===== config.mk =====
export PLATFORM = sky130hd
export DESIGN_NAME = rv_serial_core
export DESIGN_NICKNAME = d
export VERILOG_FILES = /design/src/source/rv_serial_pkg.sv /design/src/source/core_if.sv /design/src/source/core_state.sv /design/src/source/instr_decode.sv /design/src/source/serial_regfile.sv /design/src/source/serial_alu.sv /design/src/source/store_unit.sv /design/src/source/pc_ctrl.sv /design/src/source/rv_serial_core.sv
export SDC_FILE = /design/constraint.sdc
export NUM_CORES = 2
export LEC_CHECK = 0
export ABC_AREA = 0
export BUFFER_PORTS_ARGS = -buffer_cell sky130_fd_sc_hd__buf_2
export CAP_MARGIN = 20
export CORE_MARGIN = 2
export CORE_UTILIZATION = 45
export DETAILED_ROUTE_END_ITERATION = 10
export GPL_ROUTABILITY_DRIVEN = 0
export HOLD_SLACK_MARGIN = 0.03
export PLACE_DENSITY_LB_ADDON = 0.3
export SETUP_SLACK_MARGIN = 0.05
export SLEW_MARGIN = 20
export SYNTH_ARGS = -nofsm -noshare
export SYNTH_HDL_FRONTEND = slang
export SYNTH_SLANG_ARGS = --single-unit

===== constraint.sdc =====
create_clock -name clk -period 15.1 [get_ports clk]
set_input_delay 3.02 -clock clk [delete_from_list [all_inputs] [get_ports clk]]
set_output_delay 3.02 -clock clk [all_outputs]
set_load 0.1 [all_outputs]

===== src/source/rv_serial_pkg.sv =====
`default_nettype none

package rv_serial_pkg;

   localparam int XLEN = 32;

   typedef logic [XLEN-1:0] word_t;
   typedef logic [4:0]      reg_addr_t;

   // Bit position within a word, LSB first
   typedef logic [4:0]      cnt_t;

   typedef logic [1:0]      alu_sel_t;

   localparam alu_sel_t ALU_ADD = 2'd0;
   localparam alu_sel_t ALU_XOR = 2'd1;
   localparam alu_sel_t ALU_OR  = 2'd2;
   localparam alu_sel_t ALU_AND = 2'd3;

   typedef enum logic [1:0] {
      ST_FETCH,
      ST_EXEC,
      ST_STORE
   } state_e;

   localparam logic [6:0] OPC_OP_IMM = 7'b0010011;
   localparam logic [6:0] OPC_OP     = 7'b0110011;
   localparam logic [6:0] OPC_LUI    = 7'b0110111;
   localparam logic [6:0] OPC_STORE  = 7'b0100011;

endpackage

`default_nettype wire


===== src/source/core_if.sv =====
`default_nettype none

// Bit counter from the state machine to the serial units
interface cnt_if;
   import rv_serial_pkg::*;

   logic cnt_en;
   cnt_t cnt_idx;
   logic cnt0;
   logic cnt_done;

   modport state (output cnt_en, cnt_idx, cnt0, cnt_done);
   modport sink  (input  cnt_en, cnt_idx, cnt0, cnt_done);
endinterface

// Decoded instruction controls
interface dec_if;
   import rv_serial_pkg::*;

   reg_addr_t rs1_addr;
   reg_addr_t rs2_addr;
   reg_addr_t rd_addr;
   logic      imm;
   logic      alu_sub;
   alu_sel_t  alu_sel;
   logic      use_imm;
   logic      is_lui;
   logic      rd_wen;
   logic      store_op;

   modport dec  (output rs1_addr, rs2_addr, rd_addr, imm, alu_sub, alu_sel,
                 use_imm, is_lui, rd_wen, store_op);
   modport user (input  rs1_addr, rs2_addr, rd_addr, imm, alu_sub, alu_sel,
                 use_imm, is_lui, rd_wen, store_op);
endinterface

`default_nettype wire


===== src/source/core_state.sv =====
`default_nettype none

module core_state (
   input  wire  clk,
   input  wire  i_rst_n,
   input  wire  i_ibus_ack,
   input  wire  i_dbus_ack,
   dec_if.user  dec,
   cnt_if.state cnt,
   output logic o_ibus_cyc,
   output logic o_dbus_cyc
);
   import rv_serial_pkg::*;

   state_e state_q;
   cnt_t   cnt_q;
   logic   exec;

   assign exec = (state_q == ST_EXEC);

   assign cnt.cnt_en   = exec;
   assign cnt.cnt_idx  = cnt_q;
   assign cnt.cnt0     = exec && (cnt_q == '0);
   assign cnt.cnt_done = exec && (cnt_q == cnt_t'(XLEN - 1));

   always_ff @(posedge clk or negedge i_rst_n) begin
      if (!i_rst_n) begin
         state_q    <= ST_FETCH;
         cnt_q      <= '0;
         o_ibus_cyc <= 1'b0;
         o_dbus_cyc <= 1'b0;
      end else begin
         case (state_q)
            ST_FETCH: begin
               if (o_ibus_cyc && i_ibus_ack) begin
                  o_ibus_cyc <= 1'b0;
                  state_q    <= ST_EXEC;
               end else begin
                  o_ibus_cyc <= 1'b1;
               end
            end
            ST_EXEC: begin
               // Wraps back to zero after bit 31
               cnt_q <= cnt_q + cnt_t'(1);
               if (cnt.cnt_done) begin
                  if (dec.store_op) begin
                     state_q    <= ST_STORE;
                     o_dbus_cyc <= 1'b1;
                  end else begin
                     state_q <= ST_FETCH;
                  end
               end
            end
            ST_STORE: begin
               if (i_dbus_ack) begin
                  o_dbus_cyc <= 1'b0;
                  state_q    <= ST_FETCH;
               end
            end
            default: state_q <= ST_FETCH;
         endcase
      end
   end

endmodule

`default_nettype wire


===== src/source/instr_decode.sv =====
`default_nettype none

module instr_decode (
   input  wire                  clk,
   input  wire                  i_rst_n,
   input  wire rv_serial_pkg::word_t i_ibus_rdt,
   input  wire                  i_ibus_ack,
   cnt_if.sink                  cnt,
   dec_if.dec                   dec
);
   import rv_serial_pkg::*;

   logic [6:0] opcode;
   logic [2:0] funct3;
   logic       funct7_ok;
   logic       add_f3;
   logic       bool_f3;
   logic       op_imm_ok;
   logic       op_ok;
   logic       lui;
   logic       store;
   alu_sel_t   sel;
   word_t      imm_val;
   word_t      imm_q;

   assign opcode = i_ibus_rdt[6:0];
   assign funct3 = i_ibus_rdt[14:12];

   // Only funct7 of 0000000 or 0100000 is an R-type we handle
   assign funct7_ok = !i_ibus_rdt[31] && (i_ibus_rdt[29:25] == '0);
   assign add_f3    = (funct3 == 3'b000);
   assign bool_f3   = (funct3 == 3'b100) || (funct3 == 3'b110) || (funct3 == 3'b111);

   assign op_imm_ok = (opcode == OPC_OP_IMM) && (add_f3 || bool_f3);
   assign op_ok     = (opcode == OPC_OP) && funct7_ok &&
                      (add_f3 || (bool_f3 && !i_ibus_rdt[30]));
   assign lui       = (opcode == OPC_LUI);
   assign store     = (opcode == OPC_STORE) && (funct3 == 3'b010);

   always_comb begin
      case (funct3)
         3'b100:  sel = ALU_XOR;
         3'b110:  sel = ALU_OR;
         3'b111:  sel = ALU_AND;
         default: sel = ALU_ADD;
      endcase
   end

   always_comb begin
      if (lui) begin
         imm_val = {i_ibus_rdt[31:12], 12'b0};
      end else if (opcode == OPC_STORE) begin
         imm_val = {{20{i_ibus_rdt[31]}}, i_ibus_rdt[31:25], i_ibus_rdt[11:7]};
      end else begin
         imm_val = {{20{i_ibus_rdt[31]}}, i_ibus_rdt[31:20]};
      end
   end

   always_ff @(posedge clk or negedge i_rst_n) begin
      if (!i_rst_n) begin
         dec.rd_wen   <= 1'b0;
         dec.store_op <= 1'b0;
         dec.alu_sub  <= 1'b0;
         dec.alu_sel  <= ALU_ADD;
         dec.use_imm  <= 1'b0;
         dec.is_lui   <= 1'b0;
         dec.rs1_addr <= '0;
         dec.rs2_addr <= '0;
         dec.rd_addr  <= '0;
      end else if (i_ibus_ack) begin
         // Anything unsupported ends up with no write and no store
         dec.rd_wen   <= op_imm_ok || op_ok || lui;
         dec.store_op <= store;
         dec.alu_sub  <= op_ok && add_f3 && i_ibus_rdt[30];
         dec.alu_sel  <= sel;
         dec.use_imm  <= (opcode != OPC_OP);
         dec.is_lui   <= lui;
         dec.rs1_addr <= i_ibus_rdt[19:15];
         dec.rs2_addr <= i_ibus_rdt[24:20];
         dec.rd_addr  <= i_ibus_rdt[11:7];
      end
   end

   always_ff @(posedge clk) begin
      if (i_ibus_ack) begin
         imm_q <= imm_val;
      end else if (cnt.cnt_en) begin
         imm_q <= {1'b0, imm_q[XLEN-1:1]};
      end
   end

   assign dec.imm = imm_q[0];

endmodule

`default_nettype wire


===== src/source/serial_regfile.sv =====
`default_nettype none

module serial_regfile (
   input  wire  clk,
   input  wire  i_rst_n,
   input  wire  i_rd_bit,
   cnt_if.sink  cnt,
   dec_if.user  dec,
   output logic o_rs1_bit,
   output logic o_rs2_bit
);
   import rv_serial_pkg::*;

   word_t regs [0:31];
   logic  wen;

   // No writes while reset is held, x0 is never written
   assign wen = i_rst_n && cnt.cnt_en && dec.rd_wen && (dec.rd_addr != '0);

   always_ff @(posedge clk) begin
      if (wen) begin
         regs[dec.rd_addr][cnt.cnt_idx] <= i_rd_bit;
      end
   end

   // Old bit is read before the write of the same position lands
   assign o_rs1_bit = (dec.rs1_addr != '0) && regs[dec.rs1_addr][cnt.cnt_idx];
   assign o_rs2_bit = (dec.rs2_addr != '0) && regs[dec.rs2_addr][cnt.cnt_idx];

endmodule

`default_nettype wire


===== src/source/serial_alu.sv =====
`default_nettype none

module serial_alu (
   input  wire  clk,
   input  wire  i_rst_n,
   input  wire  i_rs1_bit,
   input  wire  i_rs2_bit,
   cnt_if.sink  cnt,
   dec_if.user  dec,
   output logic o_rd_bit
);
   import rv_serial_pkg::*;

   logic op_b;
   logic op_b_add;
   logic carry_q;
   logic carry_in;
   logic sum;
   logic carry_next;

   assign op_b     = dec.use_imm ? dec.imm : i_rs2_bit;
   // Subtract as a + ~b + 1
   assign op_b_add = op_b ^ dec.alu_sub;
   assign carry_in = cnt.cnt0 ? dec.alu_sub : carry_q;

   assign sum        = i_rs1_bit ^ op_b_add ^ carry_in;
   assign carry_next = (i_rs1_bit & op_b_add) | (i_rs1_bit & carry_in) |
                       (op_b_add & carry_in);

   always_ff @(posedge clk or negedge i_rst_n) begin
      if (!i_rst_n) begin
         carry_q <= 1'b0;
      end else if (cnt.cnt_en) begin
         carry_q <= carry_next;
      end
   end

   always_comb begin
      if (dec.is_lui) begin
         o_rd_bit = dec.imm;
      end else begin
         case (dec.alu_sel)
            ALU_XOR: o_rd_bit = i_rs1_bit ^ op_b;
            ALU_OR:  o_rd_bit = i_rs1_bit | op_b;
            ALU_AND: o_rd_bit = i_rs1_bit & op_b;
            default: o_rd_bit = sum;
         endcase
      end
   end

endmodule

`default_nettype wire


===== src/source/store_unit.sv =====
`default_nettype none

module store_unit (
   input  wire                  clk,
   input  wire                  i_rst_n,
   input  wire                  i_rs1_bit,
   input  wire                  i_rs2_bit,
   cnt_if.sink                  cnt,
   dec_if.user                  dec,
   output rv_serial_pkg::word_t o_dbus_adr,
   output rv_serial_pkg::word_t o_dbus_dat
);
   import rv_serial_pkg::*;

   word_t adr_q;
   word_t dat_q;
   logic  shift_en;
   logic  carry_q;
   logic  carry_in;
   logic  adr_bit;
   logic  carry_next;

   // Holds once execute ends so the bus sees a stable word
   assign shift_en = cnt.cnt_en && dec.store_op;

   // rs1 + S-immediate
   assign carry_in   = cnt.cnt0 ? 1'b0 : carry_q;
   assign adr_bit    = i_rs1_bit ^ dec.imm ^ carry_in;
   assign carry_next = (i_rs1_bit & dec.imm) | (i_rs1_bit & carry_in) |
                       (dec.imm & carry_in);

   always_ff @(posedge clk or negedge i_rst_n) begin
      if (!i_rst_n) begin
         carry_q <= 1'b0;
      end else if (shift_en) begin
         carry_q <= carry_next;
      end
   end

   // Bits enter at the top, LSB lands at bit 0 after 32 shifts
   always_ff @(posedge clk) begin
      if (shift_en) begin
         adr_q <= {adr_bit, adr_q[XLEN-1:1]};
         dat_q <= {i_rs2_bit, dat_q[XLEN-1:1]};
      end
   end

   assign o_dbus_adr = adr_q;
   assign o_dbus_dat = dat_q;

endmodule

`default_nettype wire


===== src/source/pc_ctrl.sv =====
`default_nettype none

module pc_ctrl #(
   parameter rv_serial_pkg::word_t RESET_PC = '0
) (
   input  wire                  clk,
   input  wire                  i_rst_n,
   cnt_if.sink                  cnt,
   output rv_serial_pkg::word_t o_pc
);
   import rv_serial_pkg::*;

   logic inc_bit;
   logic carry_q;
   logic carry_in;
   logic sum;
   logic carry_next;

   // Plus four is a single set bit at position 2
   assign inc_bit    = (cnt.cnt_idx == cnt_t'(2));
   assign carry_in   = cnt.cnt0 ? 1'b0 : carry_q;
   assign sum        = o_pc[0] ^ inc_bit ^ carry_in;
   assign carry_next = (o_pc[0] & inc_bit) | (o_pc[0] & carry_in) | (inc_bit & carry_in);

   always_ff @(posedge clk or negedge i_rst_n) begin
      if (!i_rst_n) begin
         o_pc    <= RESET_PC;
         carry_q <= 1'b0;
      end else if (cnt.cnt_en) begin
         o_pc    <= {sum, o_pc[XLEN-1:1]};
         carry_q <= carry_next;
      end
   end

endmodule

`default_nettype wire


===== src/source/rv_serial_core.sv =====
`default_nettype none

module rv_serial_core #(
   parameter rv_serial_pkg::word_t RESET_PC = '0
) (
   input  wire                       clk,
   input  wire                       i_rst_n,
   input  wire rv_serial_pkg::word_t i_ibus_rdt,
   input  wire                       i_ibus_ack,
   input  wire                       i_dbus_ack,
   output wire rv_serial_pkg::word_t o_ibus_adr,
   output wire                       o_ibus_cyc,
   output wire rv_serial_pkg::word_t o_dbus_adr,
   output wire rv_serial_pkg::word_t o_dbus_dat,
   output wire                       o_dbus_cyc
);

   wire rs1_bit;
   wire rs2_bit;
   wire rd_bit;

   cnt_if cnt ();
   dec_if dec ();

   core_state state_i (
      .clk        (clk),
      .i_rst_n    (i_rst_n),
      .i_ibus_ack (i_ibus_ack),
      .i_dbus_ack (i_dbus_ack),
      .dec        (dec.user),
      .cnt        (cnt.state),
      .o_ibus_cyc (o_ibus_cyc),
      .o_dbus_cyc (o_dbus_cyc)
   );

   instr_decode decode_i (
      .clk        (clk),
      .i_rst_n    (i_rst_n),
      .i_ibus_rdt (i_ibus_rdt),
      .i_ibus_ack (i_ibus_ack),
      .cnt        (cnt.sink),
      .dec        (dec.dec)
   );

   serial_regfile regfile_i (
      .clk       (clk),
      .i_rst_n   (i_rst_n),
      .i_rd_bit  (rd_bit),
      .cnt       (cnt.sink),
      .dec       (dec.user),
      .o_rs1_bit (rs1_bit),
      .o_rs2_bit (rs2_bit)
   );

   serial_alu alu_i (
      .clk       (clk),
      .i_rst_n   (i_rst_n),
      .i_rs1_bit (rs1_bit),
      .i_rs2_bit (rs2_bit),
      .cnt       (cnt.sink),
      .dec       (dec.user),
      .o_rd_bit  (rd_bit)
   );

   store_unit store_i (
      .clk        (clk),
      .i_rst_n    (i_rst_n),
      .i_rs1_bit  (rs1_bit),
      .i_rs2_bit  (rs2_bit),
      .cnt        (cnt.sink),
      .dec        (dec.user),
      .o_dbus_adr (o_dbus_adr),
      .o_dbus_dat (o_dbus_dat)
   );

   pc_ctrl #(
      .RESET_PC (RESET_PC)
   ) pc_i (
      .clk     (clk),
      .i_rst_n (i_rst_n),
      .cnt     (cnt.sink),
      .o_pc    (o_ibus_adr)
   );

endmodule

`default_nettype wire


# After elaboration in Yosys (flattened, before gate mapping)
# Memories as Yosys holds them, arrays and structs flattened.
# Cells that the tools add are included.
# op_classes
add_sub_neg	1
magnitude_cmp	2
eq_ne	20
n_mux	29
bitwise_logic	25
reduce_logical	37
# ops
cell	count
$mux 32	3
$mux 31	1
$eq 7x6->1 const B	3
$logic_and 1x1->1	18
$reduce_bool 5->1	3
$mux 1	13
$pmux 2 s3	2
$and 1x1->1	10
$bmux 1 s5	2
$logic_not 5->1	2
$eq 3x3->1 const B	3
$mux 2	4
$xor 1x1->1	8
$eq 7x5->1 const B	1
$ne 7x6->1 const B	1
$or 1x1->1	7
$eq 2x2->1 const B	3
$logic_or 1x1->1	6
$lt 5x6->1 const B	1
$add 5x1->5 const B	1
$demux 1 s5	1
$eq 5x2->1 const B	1
$eq 5x5->1 const B	1
$ge 5x1->1 const B	1
13 further kinds	18
# totals
regBits	162
mem_bits_rw	1024
in_bits	36
wordCells	135
mem_count	1
# memory_table
memory	depth	word_bits	read_ports	rd_clocked_by_memory_dff	write_ports	line	rtl
regfile_i.regs	32	32	2	0	1	serial_regfile.sv:14	word_t regs [0:31];

# Depth between registers and ports, before layout
# An unclocked memory read counts as a cell.
# logic_depth
ltp_word	10
depth_mapped	17
ltp_nobuf	13

# Hierarchy
# From an unflattened synthesis, not the netlist that was laid out.
# hier_totals
hier_cells	3936
area_unflattened_um2	58502.4
# modules_own_cells
module	n_inst	cells_each	area_per_inst_um2	seq_area_each_um2
serial_regfile	1	3505	51893.5	30749.5
instr_decode	1	222	2565.0	1511.4
store_unit	1	73	2006.9	1946.9
pc_ctrl	1	78	1391.3	825.8
core_state	1	41	476.7	225.2
serial_alu	1	17	168.9	25.0

# Least setup slack after synthesis
# OpenSTA, ideal clock, no wires.
# synth_path
kind	register to register
from	reg decode_i.dec.rs1_addr[0]
to	mem regfile_i.regs[0][0] (netlist name), data pin
arrival_time_ps	10447
required_ps	13469
slack_ps	3022
stages_incl_launch_ff	17
path_buffers	5
path_cell_list	dfrtp_1 > buf_6 > buf_12 > buf_6 > buf_4 > buf_2 > mux4_2 > mux2i_1 > o221ai_1 > a21oi_1 > nor2_1 > a2111oi_4 > nand4_1 > o41a_1 > fa_1 > mux4_2 > mux2_2
# synth_between
elab_chain_cells	8
elab_cells_between_ends	12
cone_classes	mux (4); bitwise (5); reduce/logical (2); memory (1)
# synth_lines
element	line	rtl
start, declared	core_if.sv:31	modport dec (output rs1_addr, rs2_addr, rd_addr, imm, alu_sub, alu_sel,
start signal, assigned	instr_decode.sv:78	dec.rs1_addr <= i_ibus_rdt[19:15];
$mem_v2 32x32	-	
$bmux 1 s5	serial_regfile.sv:27	assign o_rs1_bit = (dec.rs1_addr != '0) && regs[dec.rs1_addr][cnt.cnt_idx];
$mux 1 (implied by the code)	serial_regfile.sv:27	
$logic_and 1x1->1 (*)	serial_regfile.sv:27	
$xor 1x1->1 (2 in a row)	serial_alu.sv:26	assign sum = i_rs1_bit ^ op_b_add ^ carry_in;
$pmux 1 s3 (*)	serial_alu.sv:42	case (dec.alu_sel)
$mux 1 (*)	serial_alu.sv:39	if (dec.is_lui) begin
named net alu_i.o_rd_bit	serial_alu.sv:10	output logic o_rd_bit
end, declared	serial_regfile.sv:14	
# Mark *: on every way through the listed nets, which the timed path passes. The rest lies on a longest branch. The select of a mux whose other input is x is not followed.

# Worst setup path in the final report
# layout_path
from	reg decode_i.dec.rs2_addr[0]
to	mem regfile_i.regs[13][4] (netlist name), data pin
# layout_between
elab_chain_cells	10
elab_cells_between_ends	14
cone_classes	mux (5); bitwise (6); reduce/logical (2); memory (1)
# layout_lines
element	line	rtl
start, declared	core_if.sv:31	
start signal, assigned	instr_decode.sv:79	dec.rs2_addr <= i_ibus_rdt[24:20];
$mem_v2 32x32	-	
$bmux 1 s5	serial_regfile.sv:28	assign o_rs2_bit = (dec.rs2_addr != '0) && regs[dec.rs2_addr][cnt.cnt_idx];
$mux 1 (implied by the code)	serial_regfile.sv:28	
$logic_and 1x1->1 (*)	serial_regfile.sv:28	
$mux 1 (*)	serial_alu.sv:21	assign op_b = dec.use_imm ? dec.imm : i_rs2_bit;
$xor 1x1->1	serial_alu.sv:23	assign op_b_add = op_b ^ dec.alu_sub;
$xor 1x1->1 (2 in a row)	serial_alu.sv:26	
$pmux 1 s3 (*)	serial_alu.sv:42	
$mux 1 (*)	serial_alu.sv:39	
named net alu_i.o_rd_bit	serial_alu.sv:10	
# Marks and branches as above.

==> run metrics <==
Core ar.=0.130 mm²; CTS tree=built; WP data required=15.49 ns; gr usage total=26.6%; CP cell instances=buf_4, buf_4, mux4_2, a221oi_1, a22oi_1, a21oi_1, nand4_1, nor4_2, o31a_2, xnor2_1, fa_1, mux4_2, mux2_8, buf_4, buf_4; CP Max Fanout=163; DRT Pass-1 Iters=6; initial antenna violation count=8; number of global-route vias before repair=36700; Slew headroom=18.7%; drt wl/cell=30.6 µm; H-tree level count=4; Vias=38400; CTS Hold Bufs=0; Post-CTS Resized=0; Crit Path Category=reg -> reg; share of synthesized registers carrying an async set or reset=5.56%; Multi-input gate area=0.0219 mm²; port bufs=133; Setup crit end kind=register; top cell family by delay on the critical path=buffers and inverters; Max Buffers Root-to-Sink=3; unrepaired setup endpoints after global routing=false; Initial Util=45.4%; CP startpoint kind=register; outcome=finished clean; Hold WC Path Type=reg -> reg; clock latency at the later pin of the worst-skew pair=0.76 ns; DR vias/cell=6.48; Post-CTS Setup Bufs=0; Synth Instances=4094; final setup TNS=0 ns; f_max=109 MHz; sequential cell area=0.0353 mm²; I/O Pins=134; nets=4129; clock period minus worst slack=9.21 ns; share of layout cells above drive strength 1=24.5%; pin count of the biggest net entering global routing=164; Hold Slack=0.443 ns; peak supply drop=0.359 mV; first-pass GRT wire length=259000 µm; Avg Cell Area, Syn=14.4 µm²; Leakage=0.0207 µW; EDFF count, synth=1120; post-synthesis sequential area ratio=59.9%; antenna-violating nets left=0; Post-Syn Area=0.0589 mm²; clock skew=0.0286 ns; Ys Warns=0; number of buffers created by CTS=135; global routing's busiest layer=met2; Max Transition Viols Final=0; CP arrival=9.60 ns; total gr overflow=0; Area Growth Syn to Fin=10.5%; grt met2 use=40.7%; FP Rows=132; Die ar.=0.134 mm²; routed wire length=182000 µm; Synth Flop Type=edfxtp_1; Fillers=11100; Synth Register Bits=1186; Final setup viols=0; GR Util met3=6.92%; Max Cap Viol=0; Final Hold Fails=0; CP most frequent cell=buf_4; met1 Track Usage GR=36.0%; Worst-Margin Slew=1.22 ns; fin crit share=61.0%; clock slew at reported path FFs=0.06 ns; Synth cell types=76; Slowest-stage cell, CP=buf_4; WP buf/inv=4; die height=366 µm; CTS sink count=1186; DRC=0; CP max stage delay=0.91 ns; Root Buffer=clkbuf_16; DP HPWL=96900 µm; power density over the cells=179 mW/mm²; Die W=366 µm; initial DRC count=5645
==> cell families (layout without fill, tap and decap cells) <==
logic type,Yosys count,in the layout,share of synthesized area [%]
and+or+nand+nor,1441,1441,9.71
DFF,1186,1186,59.9
muxes,713,713,23.1
buffers and inverters,435,498,3.49
AOI/OAI and AO/OA,303,303,3.48
adders and majority gates,10,10,0.250
xor gates and xnor gates,5,5,0.0743
other,1,33,0.00636
==> worst paths after layout <==
kind	startpoint	end	slack, ns	depth (start not counted)
max	decode_i.dec.rs2_addr[0]	regfile_i.regs[13][4]	5.89	15
min	store_i.o_dbus_dat[5]	store_i.o_dbus_dat[4]	0.44	0
max reg2reg	decode_i.dec.rs2_addr[0]	regfile_i.regs[13][4]	5.89	15
min reg2reg	store_i.o_dbus_dat[5]	store_i.o_dbus_dat[4]	0.44	0
max in group asynchronous	i_rst_n	decode_i.dec.rs1_addr[1]	11.97	1
min in group asynchronous	i_rst_n	decode_i.dec.alu_sub	2.43	1
==> per-layer routing <==
metal / wire length (µm) / share of wire, %
met5: 95 / 0.052
met4: 9130 / 5.0
met3: 22100 / 12
met2: 82200 / 45
met1: 68100 / 38
==> report_power, final <==
group,internal [µW],switching (µW),leakage (µW)
sequential,5390,97.9,0.0110
clock,1810,1330,0.00204
combinational,608,2440,0.00770
total,7800,3860,0.0207
==> metrics by stage <==
step                      total power, µW  setup slack (ns)  utilization (%)  cells  area [µm²]
after global placement               8470              6.00             46.9   5684       60900
after global routing                12000              5.31             50.2   5930       65200
after detailed placement             8540              5.85             46.9   5684       60900
final                               11700              5.89             50.2   5931       65200
after CTS                           11700              5.79             50.1   5926       65000
after floorplan                      6990              3.02                -   4125       59100
==> area by class of cell <==
cell class / count / share of cell area, %
sequential: 1186 / 54.2
multi-input combinational: 2504 / 33.6
clock buffer: 181 / 5.67
tap: 1742 / 3.35
timing repair buffer: 231 / 2.28
clock inverter: 61 / 0.724
inverter: 25 / 0.152
antenna: 1 / 0.00384
==> flip-flops by register name (all words and copies together) (netlist names), 2 cells and up <==
name,count
regfile_i.regs,1024
decode_i.imm_q,32
store_i.o_dbus_adr,32
state_i.cnt.cnt_idx,5
decode_i.dec.rs2_addr,5
decode_i.dec.alu_sel,2
state_i.state_q,2
decode_i.dec.rd_addr,5
pc_i.o_pc,32
store_i.o_dbus_dat,32
decode_i.dec.rs1_addr,5
==> layout by cell type, fill, tap and decap left out, types with 7 or more instances in the layout <==
cell       count
mux4_1        14
mux2_2        36
and3_1         7
a22oi_1       59
o21ai_0       32
conb_1        32
o22ai_1       37
clkbuf_1      37
buf_4         91
inv_1         21
dfrtp_1       57
buf_2        132
nand4_1        7
clkinv_1      24
ha_1           7
and2_1        15
edfxtp_1    1120
a221oi_1      15
nor4_1         7
o2111ai_1      8
nand2b_1      13
mux2i_1      164
nor2_1      1047
nand2_2       38
a21oi_1       78
nor3_1        17
clkinv_2      19
o221ai_1      11
clkbuf_16    140
mux4_2       495
nand2_1      211
a211o_1        8
a31oi_1       14
inv_6          8
nor2b_1       10
nand3_1       29
==> synthesized netlist by cell type (all sizes together), types with 11 or more instances <==
master	number	area share [%]
a21oi	78	0.66
a221oi	15	0.22
a22oi	59	0.75
a31oi	14	0.15
and2	17	0.18
buf	120	1.5
clkbuf	290	1.9
dfrtp	66	2.8
edfxtp	1120	57
inv	24	0.15
mux2	38	0.73
mux2i	164	2.8
mux4	511	20
nand2	255	1.6
nand2b	13	0.14
nand3	31	0.26
nor2	1049	6.7
nor2b	14	0.15
nor3	17	0.14
o21ai	34	0.29
o221ai	11	0.16
o22ai	37	0.39
No activity file was read; power rests on OpenSTA's default activity.
